--- src/hw/cpuTypesPkg.sv ---
package cpuTypesPkg;

    // ****************************************
    // Basic widths.
    // ****************************************
    typedef logic [31:0] word_t;     // Data word, address or instruction.
    typedef logic [4:0]  regAddr_t;  // Register index.

    // ****************************************
    // Instruction encodings.
    // ****************************************
    typedef enum logic [5:0] {
        RTYPE = 6'b000000,
        J     = 6'b000010,
        JAL   = 6'b000011,
        BEQ   = 6'b000100,
        BNE   = 6'b000101,
        ADDI  = 6'b001000,
        ADDIU = 6'b001001,
        SLTI  = 6'b001010,
        SLTIU = 6'b001011,
        ANDI  = 6'b001100,
        ORI   = 6'b001101,
        XORI  = 6'b001110,
        LUI   = 6'b001111,
        LW    = 6'b100011,
        SW    = 6'b101011,
        LL    = 6'b110000,
        SC    = 6'b111000,
        HALT  = 6'b111111
    } opcode_t;

    typedef enum logic [5:0] {
        SLLV = 6'b000100,
        SRLV = 6'b000110,
        JR   = 6'b001000,
        ADD  = 6'b100000,
        ADDU = 6'b100001,
        SUB  = 6'b100010,
        SUBU = 6'b100011,
        AND  = 6'b100100,
        OR   = 6'b100101,
        XOR  = 6'b100110,
        NOR  = 6'b100111,
        SLT  = 6'b101010,
        SLTU = 6'b101011
    } funct_t;

    // ****************************************
    // Datapath selects.
    // ****************************************
    typedef enum logic [3:0] {
        ALU_SLL, ALU_SRL, ALU_ADD, ALU_SUB, ALU_AND,
        ALU_OR, ALU_XOR, ALU_NOR, ALU_SLT, ALU_SLTU
    } aluOp_t;

    typedef enum logic [1:0] {REGSRC_ALU, REGSRC_MEM, REGSRC_LUI, REGSRC_NPC} regSrc_t;
    typedef enum logic [1:0] {REGDST_RD, REGDST_RT, REGDST_RA} regDst_t;  // RA is register 31.
    typedef enum logic {ALUSRC_REG, ALUSRC_IMM} aluSrc_t;
    typedef enum logic {ZERO_EXT, SIGN_EXT} extSel_t;
    typedef enum logic [2:0] {PCSRC_PC4, PCSRC_REG, PCSRC_BEQ, PCSRC_BNE, PCSRC_JAL} pcSrc_t;

endpackage

--- src/hw/controlUnitIf.sv ---
`timescale 1ns/1ps

interface controlUnitIf;
    import cpuTypesPkg::*;

    opcode_t opcode;
    funct_t  funct;

    regSrc_t regSrc;
    regDst_t regDst;
    logic    regWen;
    aluSrc_t aluSrc;
    extSel_t extSel;
    logic    dRen;
    logic    dWen;
    aluOp_t  aluOp;
    logic    halt;
    pcSrc_t  pcSrc;
    logic    atomic;  // LL or SC access.

    modport cu (
        input  opcode, funct,
        output regSrc, regDst, regWen, aluSrc, extSel, dRen, dWen, aluOp, halt, pcSrc, atomic
    );
    modport op (input extSel);
    modport ex (
        input regSrc, regDst, regWen, aluSrc, extSel, dRen, dWen, aluOp, halt, pcSrc, atomic
    );
endinterface

--- src/hw/operandIf.sv ---
`timescale 1ns/1ps

interface operandIf;
    import cpuTypesPkg::*;

    word_t    rsData;
    word_t    rtData;
    word_t    immExt;

    // Register file write port.
    logic     wen;
    regAddr_t wAddr;
    word_t    wData;

    modport op (output rsData, rtData, immExt, input wen, wAddr, wData);
    modport ex (input rsData, rtData, immExt, output wen, wAddr, wData);
endinterface

--- src/hw/controlUnit.sv ---
`timescale 1ns/1ps

module controlUnit (
    controlUnitIf.cu cuif
);
    import cpuTypesPkg::*;

    always_comb begin
        // Defaults describe a no-op that falls through to PC+4.
        cuif.regSrc = REGSRC_ALU;
        cuif.regDst = REGDST_RD;
        cuif.regWen = 1'b0;
        cuif.aluSrc = ALUSRC_REG;
        cuif.extSel = ZERO_EXT;
        cuif.dRen   = 1'b0;
        cuif.dWen   = 1'b0;
        cuif.aluOp  = ALU_SLL;
        cuif.halt   = 1'b0;
        cuif.pcSrc  = PCSRC_PC4;
        cuif.atomic = 1'b0;

        case (cuif.opcode)
            RTYPE: begin
                cuif.regWen = 1'b1;
                case (cuif.funct)
                    SLLV:      cuif.aluOp = ALU_SLL;
                    SRLV:      cuif.aluOp = ALU_SRL;
                    ADD, ADDU: cuif.aluOp = ALU_ADD;
                    SUB, SUBU: cuif.aluOp = ALU_SUB;
                    AND:       cuif.aluOp = ALU_AND;
                    OR:        cuif.aluOp = ALU_OR;
                    XOR:       cuif.aluOp = ALU_XOR;
                    NOR:       cuif.aluOp = ALU_NOR;
                    SLT:       cuif.aluOp = ALU_SLT;
                    SLTU:      cuif.aluOp = ALU_SLTU;
                    JR: begin
                        cuif.regWen = 1'b0;
                        cuif.pcSrc  = PCSRC_REG;
                    end
                    default:   cuif.aluOp = ALU_SLL;
                endcase
            end
            BEQ, BNE: begin
                cuif.extSel = SIGN_EXT;  // Offset is signed.
                cuif.aluOp  = ALU_SUB;   // Zero result means equal.
                cuif.pcSrc  = (cuif.opcode == BEQ) ? PCSRC_BEQ : PCSRC_BNE;
            end
            ADDI, ADDIU, SLTI, SLTIU: begin
                cuif.regDst = REGDST_RT;
                cuif.regWen = 1'b1;
                cuif.aluSrc = ALUSRC_IMM;
                cuif.extSel = SIGN_EXT;
                case (cuif.opcode)
                    SLTI:    cuif.aluOp = ALU_SLT;
                    SLTIU:   cuif.aluOp = ALU_SLTU;
                    default: cuif.aluOp = ALU_ADD;
                endcase
            end
            ANDI, ORI, XORI: begin
                cuif.regDst = REGDST_RT;
                cuif.regWen = 1'b1;
                cuif.aluSrc = ALUSRC_IMM;
                case (cuif.opcode)
                    ANDI:    cuif.aluOp = ALU_AND;
                    ORI:     cuif.aluOp = ALU_OR;
                    default: cuif.aluOp = ALU_XOR;
                endcase
            end
            LUI: begin
                cuif.regSrc = REGSRC_LUI;
                cuif.regDst = REGDST_RT;
                cuif.regWen = 1'b1;
            end
            LW, LL: begin
                cuif.regSrc = REGSRC_MEM;
                cuif.regDst = REGDST_RT;
                cuif.regWen = 1'b1;
                cuif.aluSrc = ALUSRC_IMM;
                cuif.extSel = SIGN_EXT;
                cuif.dRen   = 1'b1;
                cuif.aluOp  = ALU_ADD;
                cuif.atomic = (cuif.opcode == LL);
            end
            SW, SC: begin
                cuif.aluSrc = ALUSRC_IMM;
                cuif.extSel = SIGN_EXT;
                cuif.dWen   = 1'b1;
                cuif.aluOp  = ALU_ADD;
                cuif.atomic = (cuif.opcode == SC);  // SC leaves rt untouched.
            end
            J: cuif.pcSrc = PCSRC_JAL;
            JAL: begin
                cuif.regSrc = REGSRC_NPC;
                cuif.regDst = REGDST_RA;
                cuif.regWen = 1'b1;
                cuif.pcSrc  = PCSRC_JAL;
            end
            HALT: cuif.halt = 1'b1;
            default: ;
        endcase
    end
endmodule

--- src/hw/operandUnit.sv ---
`timescale 1ns/1ps

module operandUnit (
    input  logic                  CLK,
    input  logic                  arstN,
    input  cpuTypesPkg::regAddr_t rs,
    input  cpuTypesPkg::regAddr_t rt,
    input  logic [15:0]           imm16,
    operandIf.op                  opif,
    controlUnitIf.op              cuif
);
    import cpuTypesPkg::*;

    word_t regs [32];

    // ****************************************
    // Register file.
    // ****************************************
    always_ff @(posedge CLK or negedge arstN) begin
        if (!arstN) begin
            for (int i = 0; i < 32; i++) begin
                regs[i] <= '0;
            end
        end else if (opif.wen && (opif.wAddr != '0)) begin
            regs[opif.wAddr] <= opif.wData;  // Register 0 is never written.
        end
    end

    // Reads see the value from before this cycle's write.
    assign opif.rsData = regs[rs];
    assign opif.rtData = regs[rt];

    // ****************************************
    // Immediate extension.
    // ****************************************
    always_comb begin
        if (cuif.extSel == SIGN_EXT) begin
            opif.immExt = {{16{imm16[15]}}, imm16};
        end else begin
            opif.immExt = {16'h0000, imm16};
        end
    end

    // Whatever the write-back stream does, register 0 stays zero.
    regZeroStaysZero: assert property (
        @(posedge CLK) disable iff (!arstN) regs[0] == '0
    );

endmodule

--- src/hw/executeUnit.sv ---
`timescale 1ns/1ps

module executeUnit #(
    parameter cpuTypesPkg::word_t resetPc = 32'h0000_0000
) (
    input  logic                  CLK,
    input  logic                  arstN,
    input  logic                  instrValid,
    input  cpuTypesPkg::regAddr_t rd,
    input  cpuTypesPkg::regAddr_t rt,
    input  logic [25:0]           target,
    input  logic [15:0]           imm16,
    input  cpuTypesPkg::word_t    memRData,
    operandIf.ex                  opif,
    controlUnitIf.ex              cuif,
    output cpuTypesPkg::word_t    pc,
    output logic                  memRen,
    output logic                  memWen,
    output logic                  memAtomic,
    output cpuTypesPkg::word_t    memAddr,
    output cpuTypesPkg::word_t    memWData,
    output logic                  wbValid,
    output cpuTypesPkg::regAddr_t wbAddr,
    output cpuTypesPkg::word_t    wbData,
    output logic                  halted
);
    import cpuTypesPkg::*;

    logic  fire;  // Instruction accepted this cycle.
    word_t aluB;
    word_t aluResult;
    word_t pcPlus4;
    word_t branchTarget;
    word_t nextPc;

    assign fire = instrValid && !halted;
    assign aluB = (cuif.aluSrc == ALUSRC_IMM) ? opif.immExt : opif.rtData;

    // ****************************************
    // ALU.
    // ****************************************
    always_comb begin
        case (cuif.aluOp)
            ALU_SLL:  aluResult = aluB << opif.rsData[4:0];  // Variable shifts move rt.
            ALU_SRL:  aluResult = aluB >> opif.rsData[4:0];
            ALU_ADD:  aluResult = opif.rsData + aluB;
            ALU_SUB:  aluResult = opif.rsData - aluB;
            ALU_AND:  aluResult = opif.rsData & aluB;
            ALU_OR:   aluResult = opif.rsData | aluB;
            ALU_XOR:  aluResult = opif.rsData ^ aluB;
            ALU_NOR:  aluResult = ~(opif.rsData | aluB);
            ALU_SLT:  aluResult = {31'b0, $signed(opif.rsData) < $signed(aluB)};
            ALU_SLTU: aluResult = {31'b0, opif.rsData < aluB};
            default:  aluResult = '0;
        endcase
    end

    // Write-back value and destination.
    always_comb begin
        case (cuif.regSrc)
            REGSRC_MEM: wbData = memRData;
            REGSRC_LUI: wbData = {imm16, 16'h0000};
            REGSRC_NPC: wbData = pcPlus4;
            default:    wbData = aluResult;
        endcase
        case (cuif.regDst)
            REGDST_RT: wbAddr = rt;
            REGDST_RA: wbAddr = 5'd31;
            default:   wbAddr = rd;
        endcase
    end

    assign wbValid    = fire && cuif.regWen;
    assign opif.wen   = wbValid;
    assign opif.wAddr = wbAddr;
    assign opif.wData = wbData;

    assign memRen    = fire && cuif.dRen;
    assign memWen    = fire && cuif.dWen;
    assign memAtomic = fire && cuif.atomic;
    assign memAddr   = aluResult;
    assign memWData  = opif.rtData;

    // ****************************************
    // Next PC.
    // ****************************************
    assign pcPlus4      = pc + 32'd4;
    assign branchTarget = pcPlus4 + {opif.immExt[29:0], 2'b00};

    always_comb begin
        case (cuif.pcSrc)
            PCSRC_REG: nextPc = opif.rsData;
            PCSRC_BEQ: nextPc = (aluResult == '0) ? branchTarget : pcPlus4;
            PCSRC_BNE: nextPc = (aluResult != '0) ? branchTarget : pcPlus4;
            PCSRC_JAL: nextPc = {pcPlus4[31:28], target, 2'b00};
            default:   nextPc = pcPlus4;
        endcase
    end

    always_ff @(posedge CLK or negedge arstN) begin
        if (!arstN) begin
            pc     <= resetPc;
            halted <= 1'b0;
        end else if (fire) begin
            pc     <= nextPc;
            halted <= cuif.halt;  // Sticky, since no strobe is taken once set.
        end
    end

    noLoadAndStore: assert property (
        @(posedge CLK) disable iff (!arstN) !(memRen && memWen)
    );

endmodule

--- src/hw/mipsCore.sv ---
`timescale 1ns/1ps

module mipsCore #(
    parameter cpuTypesPkg::word_t resetPc = 32'h0000_0000
) (
    input  logic                  CLK,
    input  logic                  arstN,
    input  logic                  instrValid,
    input  cpuTypesPkg::word_t    instr,
    input  cpuTypesPkg::word_t    memRData,
    output cpuTypesPkg::word_t    pc,
    output logic                  memRen,
    output logic                  memWen,
    output logic                  memAtomic,
    output cpuTypesPkg::word_t    memAddr,
    output cpuTypesPkg::word_t    memWData,
    output logic                  wbValid,
    output cpuTypesPkg::regAddr_t wbAddr,
    output cpuTypesPkg::word_t    wbData,
    output logic                  halted
);
    import cpuTypesPkg::*;

    regAddr_t    rs;
    regAddr_t    rt;
    regAddr_t    rd;
    logic [15:0] imm16;
    logic [25:0] target;

    controlUnitIf cuif ();
    operandIf     opif ();

    // Instruction fields.
    assign cuif.opcode = opcode_t'(instr[31:26]);
    assign cuif.funct  = funct_t'(instr[5:0]);
    assign rs          = instr[25:21];
    assign rt          = instr[20:16];
    assign rd          = instr[15:11];
    assign imm16       = instr[15:0];
    assign target      = instr[25:0];

    controlUnit controlUnit_inst (
        .cuif (cuif)
    );

    operandUnit operandUnit_inst (
        .CLK   (CLK),
        .arstN (arstN),
        .rs    (rs),
        .rt    (rt),
        .imm16 (imm16),
        .opif  (opif),
        .cuif  (cuif)
    );

    executeUnit #(
        .resetPc (resetPc)
    ) executeUnit_inst (
        .CLK        (CLK),
        .arstN      (arstN),
        .instrValid (instrValid),
        .rd         (rd),
        .rt         (rt),
        .target     (target),
        .imm16      (imm16),
        .memRData   (memRData),
        .opif       (opif),
        .cuif       (cuif),
        .pc         (pc),
        .memRen     (memRen),
        .memWen     (memWen),
        .memAtomic  (memAtomic),
        .memAddr    (memAddr),
        .memWData   (memWData),
        .wbValid    (wbValid),
        .wbAddr     (wbAddr),
        .wbData     (wbData),
        .halted     (halted)
    );

endmodule

--- config.mk ---
export PLATFORM = sky130hd
export DESIGN_NAME = mipsCore
export DESIGN_NICKNAME = d
export VERILOG_FILES = /design/src/hw/cpuTypesPkg.sv /design/src/hw/controlUnitIf.sv /design/src/hw/operandIf.sv /design/src/hw/controlUnit.sv /design/src/hw/operandUnit.sv /design/src/hw/executeUnit.sv /design/src/hw/mipsCore.sv
export SDC_FILE = /design/constraint.sdc
export NUM_CORES = 2
export LEC_CHECK = 0
export BUFFER_PORTS_ARGS = -buffer_cell sky130_fd_sc_hd__buf_2
export CORE_UTILIZATION = 25
export DETAILED_ROUTE_END_ITERATION = 8
export MAX_ROUTING_LAYER = met4
export PLACE_DENSITY = 0.38
export SETUP_SLACK_MARGIN = 0.5
export SYNTH_ARGS = -nofsm -noshare
export SYNTH_HDL_FRONTEND = slang
export SYNTH_SLANG_ARGS = --single-unit
--- constraint.sdc ---
create_clock -name CLK -period 10.8 [get_ports CLK]
set_input_delay 1.08 -clock CLK [delete_from_list [all_inputs] [get_ports CLK]]
set_output_delay 1.08 -clock CLK [all_outputs]
set_load 0.02 [all_outputs]
# Word level (Yosys, flattened, before mapping)

Cells that the tools add are included.

Word-level logic and storage cells: 160
Bits in read-only memories: 0
RAM bits: 0
Memories kept: 0
Output and inout bits: 138
Bits in latches: 0
Input bits: 67
Register bits after elaboration: 1057

Div/mod/pow operators: 0
Equal/unequal tests: 47
Multiplexer cells: 34
Shift operators: 2
Bitwise logic cells: 7
Reductions and logical operators: 26
Multiply operators: 0
Magnitude comparators: 6
Add/subtract/negate cells: 4

Operators with widths:

| kind                                                 | number |
|---|---|
| bitwise mux 1024 bit                                 | 1 |
| binary-select mux 32 bit (select 5 bit)              | 2 |
| one-hot mux 32 bit (10 select lines)                 | 1 |
| 2-to-1 mux 32 bit                                    | 9 |
| demux 32 bit (select 5 bit)                          | 1 |
| one-hot mux 32 bit (4 select lines)                  | 1 |
| one-hot mux 32 bit (3 select lines)                  | 1 |
| equality test 6 bit (second input constant)          | 15 |
| adder 32 bit                                         | 2 |
| < comparator 32 bit                                  | 2 |
| equality test 6 x 4 -> 1 bit (second input constant) | 9 |
| one-hot mux 4 bit (9 select lines)                   | 1 |
| adder 32 x 3 -> 32 bit (second input constant)       | 1 |
| AND 32 bit                                           | 1 |
| logical NOT 32 bit                                   | 1 |
| inverter 32 bit                                      | 1 |
| bitwise OR 32 bit                                    | 1 |
| nonzero test 32 bit                                  | 1 |
| left shift 32 x 5 -> 32 bit                          | 1 |
| >> shifter 32 x 5 -> 32 bit                          | 1 |
| subtractor 32 bit                                    | 1 |
| bitwise XOR 32 bit                                   | 1 |
| OR reduction 11 bit                                  | 2 |
| one-hot mux 4 bit (5 select lines)                   | 1 |
| 30 further kinds                                     | 68 |

# Depth between registers and ports, before layout

Word-level depth: 11
Mapped depth: 33
Depth with buffers taken out: 25

# Cells and area by module

From an unflattened synthesis, not the netlist that was laid out.

Cells, all modules: 7030
Area, all modules: 73055.1 µm²

Modules (own cells, without submodules):

| module      | cells each | times used | sequential area each (µm²) | area each (µm²) |
|---|---|---|---|---|
| operandUnit | 4642       | 1          | 25624.6                    | 55797.3 |
| executeUnit | 2306       | 1          | 825.8                      | 16777.3 |
| controlUnit | 82         | 1          | 0.0                        | 480.5 |

# Least setup slack after synthesis

Ideal clock, no wire load.

Path type: input to output
From: input port instr[21]
To: output port wbData[30]
Cell stages on the path: 29
Path slack: 1.224 ns
Data required time: 9.720 ns
Arrival time: 8.496 ns
Path buffers: 10
Cell sequence: buf_4 -> buf_6 -> buf_2 -> buf_4 -> clkbuf_1 -> clkbuf_1 -> clkbuf_1 -> clkbuf_1 -> mux4_2 -> mux4_2 -> mux2_2 -> inv_1 -> ha_1 -> clkbuf_1 -> nor2_1 -> nor2_1 -> or2_2 -> a21boi_0 -> a211o_1 -> a31oi_1 -> o31ai_1 -> a311o_1 -> o211ai_1 -> xor2_1 -> a221oi_1 -> inv_1 -> o21ai_0 -> clkbuf_1 -> inv_1

Word-level cells in the longest chain between the ends: 8

RTL lines:

| element                                                   | line              | source |
|---|---|---|
| from (decl)                                               | mipsCore.sv:9     | `input cpuTypesPkg::word_t instr,` |
| inverter 5 -> 6 bit (not written as such) (*)             | operandUnit.sv:30 | `assign opif.rsData = regs[rs];` |
| binary-select mux 32 bit (select 5 bit) (*)               | operandUnit.sv:30 |  |
| 2-to-1 mux 32 bit (not written as such) (*) (2 in a row)  | operandUnit.sv:30 |  |
| branches (longest 2 deep; another with subtractor 32 bit) | -                 |  |
| one-hot mux 32 bit (10 select lines) (*)                  | executeUnit.sv:43 | `case (cuif.aluOp)` |
| via memAddr[30]                                           | mipsCore.sv:15    | `output cpuTypesPkg::word_t memAddr,` |
| one-hot mux 32 bit (3 select lines) (*)                   | executeUnit.sv:60 | `case (cuif.regSrc)` |
| to (decl)                                                 | mipsCore.sv:19    | `output cpuTypesPkg::word_t wbData,` |

Mark *: on every way through the listed nets, which the timed path passes. The select of a mux whose other input is x is not followed.

# Final worst setup path

From: input port instr[17]
To: register executeUnit_inst.pc[23]

Word-level cells in the longest chain between the ends: 11

RTL lines:

| element                                                          | line                                 | source |
|---|---|---|
| inverter 5 -> 6 bit (not written as such) (*)                    | operandUnit.sv:31                    | `assign opif.rtData = regs[rt];` |
| binary-select mux 32 bit (select 5 bit) (*)                      | operandUnit.sv:31                    |  |
| 2-to-1 mux 32 bit (not written as such) (*) (2 in a row)         | operandUnit.sv:31                    |  |
| 2-to-1 mux 32 bit (*)                                            | executeUnit.sv:37                    | `assign aluB = (cuif.aluSrc == ALUSRC_IMM) ? opif.immExt : opif.rtData;` |
| branches (longest 2 deep; another with subtractor 32 bit)        | -                                    |  |
| one-hot mux 32 bit (10 select lines) (*)                         | executeUnit.sv:43                    |  |
| nonzero test 32 bit / logical NOT 32 bit (equally long branches) | executeUnit.sv:94, executeUnit.sv:93 |  |
| 2-to-1 mux 32 bit (on tied branches)                             | executeUnit.sv:94, executeUnit.sv:93 |  |
| one-hot mux 32 bit (4 select lines) (*)                          | executeUnit.sv:91                    | `case (cuif.pcSrc)` |
| to (signal assigned)                                             | executeUnit.sv:102                   | `pc <= resetPc;` |
| to (signal assigned)                                             | executeUnit.sv:105                   | `pc <= nextPc;` |
| to (decl)                                                        | executeUnit.sv:16                    | `output cpuTypesPkg::word_t pc,` |

Mark *: on every way between the ends. The select of a mux whose other input is x is not followed.
A chain may end at the register's enable or synchronous reset.

==> impl_metrics.py <==
metrics = {
    "synth": {
        "async_flop_share_pct": 100,
        "yosysWarnings": 0,
        "synth.avg_cell_area_um2": 9.45,
        "synthCells": 7095,
        "yosys-top-cells-area": "dfrtp_1 39%, mux4_2 11%, o21ai_0 8.5%, mux2i_1 8.0%, nand2_1 7.2%",
        "netlist_area_mm2": 0.0671,
        "synth-seq-cells": 1057,
        "post_synth_num_cell_types": 94,
        "synth_fp_nets": 7304,
        "yosys.area.top_type": "dfrtp_1",
        "seq_area_frac_synth_pct": 39.4,
        "synth_edf_count": 0,
        "synth_ff_type": "dfrtp_1",
        "synth_top_cell_area_share_pct": 39.4,
    },
    "detailed_routing": {
        "finalWirelength_mm": 332,
        "drt-vias-per-instance": 5.47,
        "drc": 0,
        "drt-pass1-iter-count": 6,
        "ant_nets": 0,
        "wl_per_cell_um": 31.2,
        "vias": 58200,
        "drt_iter0_drc": 5330,
    },
    "die": {
        "core_area_mm2": 0.266,
        "dieArea_mm2": 0.270,
        "fp.dieW_um": 520,
        "start_util_pct": 25.2,
        "rows": 189,
        "ios": 205,
        "die_y_um": 520,
    },
    "grt": {
        "grt.total_usage_pct": 24.9,
        "antenna_found_initial": 13,
        "grt_first_pass_wirelength_mm": 467,
        "overflow": 0,
        "grt_max_degree": 161,
        "grt_pass1_vias": 57000,
    },
    "worst_setup_path": {
        "critical_path.startpoint_type": "input port",
        "cp_common_cell": "buf_4",
        "arrival_ns": 10.41,
        "slowest_stage": "a2111oi_0",
        "crit_type": "input port to flip-flop",
        "end_kind": "flip-flop",
        "crit_path_max_incr_delay_ns": 0.79,
        "worstPathRequired_ns": 11.49,
        "critPathMaxFanout": 77,
    },
    "cts": {
        "clk_pin_slew_ns": 0.05,
        "cts_resized": 0,
        "cts_tree": "built",
        "hold_buffers": 0,
        "clkSinkCount": 1057,
        "cts_buffers": 132,
        "clockRootBuffer": "clkbuf_16",
        "clock_latency_ns": 0.83,
        "cts_max_level": 4,
        "cts_setup_buffers": 0,
        "cts_buffer_depth": 3,
    },
    "sta": {
        "relSlewSlack_pct": 14.9,
        "post-route-period-util_pct": 89.9,
        "final.setup_skew_ns": 0.0689,
        "tns_ns": 0,
        "fmaxAchievable_mhz": 103,
        "slew_viol_final": 0,
        "tightest_slew_ns": 1.27,
        "hold_violations": 0,
        "rsz0062_at_grt": "no",
        "fin_crit_ns": 9.71,
        "setup_violations": 0,
    },
    "pwr": {
        "ir_drop_mv": 0.156,
        "power.leakage_uw": 0.0330,
        "p_per_area_mw_per_mm2": 173,
    },
    "finish": {
        "drive_gt1_share_pct": 16.6,
        "nNetsFinal": 7211,
        "fin_util_pct": 28.9,
        "final_common_cell": "nand2_1",
        "finish.instance_area_mm2": 0.0768,
        "syn_to_final_growth_pct": 14.5,
        "final_cell_mix": "1255 x nand2_1, 1125 x o21ai_0, 1057 x dfrtp_1",
    },
    "min_path": {
        "hold_path_class": "input port to asynchronous set/reset pin",
    },
    "flow_run": {
        "drv_cap": 0,
    },
    "place": {
        "place_hpwl_mm": 225,
        "portBuffers": 204,
        "dpl-instance-area_mm2": 0.0721,
        "place.gp.congestion": 0.961,
    },
    "status": {
        "status": "completed",
    },
}
-- layer usage --
metal / wire, um / vias up / share of wire, % / GRT usage (%)
met2: 154000 / 2111 / 46 / 39.2
met1: 149000 / 30000 / 45 / 33.0
met4: 12500 / 0 / 3.8 / 8.56
met3: 16800 / 460 / 5.1 / 2.87
met5: 0 / - / 0 / -
li1: - / 25700 / - / -
-- kinds of logic (layout without fill, tap and decap cells) --
kind of cell             count (synthesis)  after routing  share of synthesized area, %
AO/OA/AOI/OAI                         2152           2152                          19.2
AND/OR/NAND/NOR                       1904           1904                          12.0
flip-flops                            1057           1057                          39.4
multiplexers                           921            921                          20.2
buffers and inverters                  833            844                          5.28
other                                    0              5                             0
adder cells (fa/ha/maj)                142            142                          2.68
XOR/XNOR                                86             86                          1.12
-- synth_stat cells (all sizes together) (22+ instances only) --
library cell and n:
nor2 225, buf 201, o211ai 53, o22ai 30, nand3 112, a21o 24, dfrtp 1057, ha 139
a211oi 55, xnor2 64, nand2 1288, nor3 67, clkbuf 462, a221oi 32, mux2i 542, xor2 22
inv 169, a22oi 279, mux4 342, a21oi 277, o21ai 1154, mux2 37, a31oi 33, nor2b 29
nor4 30
-- per-stage QoR --
| stage | total power [uW] | hold slack (ns) | setup slack [ns] | std cells |
|---|---|---|---|---|
| after global placement | 8560 | 0.382 | 0.471 | 10400 |
| after global routing | 13800 | 0.338 | 0.837 | 10600 |
| after detailed placement | 8560 | 0.384 | 0.499 | 10400 |
| after floorplan | 6900 | 0.441 | 1.22 | 7095 |
| final | 13300 | 0.292 | 1.09 | 10600 |
| after CTS | 13400 | 0.297 | 1.17 | 10600 |
-- area by class of cell --
type	count	area, um^2
fill	28000	189000
multi-input combinational	5205	37700
sequential	1057	26500
tap	3533	4420
clock buffer	191	3840
timing repair buffer	436	2960
clock inverter	47	776
inverter	170	638
antenna	5	12.5
-- critical path, delay by kind of cell --
| kind | cells | cell delay [ns] |
|---|---|---|
| compound gates | 10 | 3.28 |
| xor+xnor | 1 | 0.18 |
| fa+ha+maj | 1 | 0.38 |
| buf+inv | 8 | 2.64 |
| mux | 1 | 0.61 |
| simple gates | 9 | 2.16 |
-- flip-flops by register name (all words and copies together), names as in the netlist --
| register | flops |
|---|---|
| operandUnit_inst.regs | 1024 |
| executeUnit_inst.pc | 32 |
| executeUnit_inst.halted | 1 |
-- report_power, final --
part	leakage (uW)	internal [uW]	switching, uW
Combinational	0.0162	1230	2650
Sequential	0.0145	4310	350
Clock	0.00225	2720	2010
Total	0.0330	8260	5010
-- worst paths after layout --
path	from	end	slack (ns)	cells after the start
hold / removal	arstN	operandUnit_inst.regs[601]$_DFFE_PN0P_	0.29	1
setup / recovery	instr[17]	executeUnit_inst.pc[23]$_DFFE_PN0P_	1.09	30
min in group CLK	operandUnit_inst.regs[1006]$_DFFE_PN0P_	operandUnit_inst.regs[1006]$_DFFE_PN0P_	0.40	0
max in group asynchronous	arstN	operandUnit_inst.regs[331]$_DFFE_PN0P_	7.95	4
setup reg to reg	operandUnit_inst.regs[512]$_DFFE_PN0P_	executeUnit_inst.pc[23]$_DFFE_PN0P_	1.87	28
hold reg to reg	operandUnit_inst.regs[1006]$_DFFE_PN0P_	operandUnit_inst.regs[1006]$_DFFE_PN0P_	0.40	0
No activity file was read; power rests on OpenSTA's default activity.
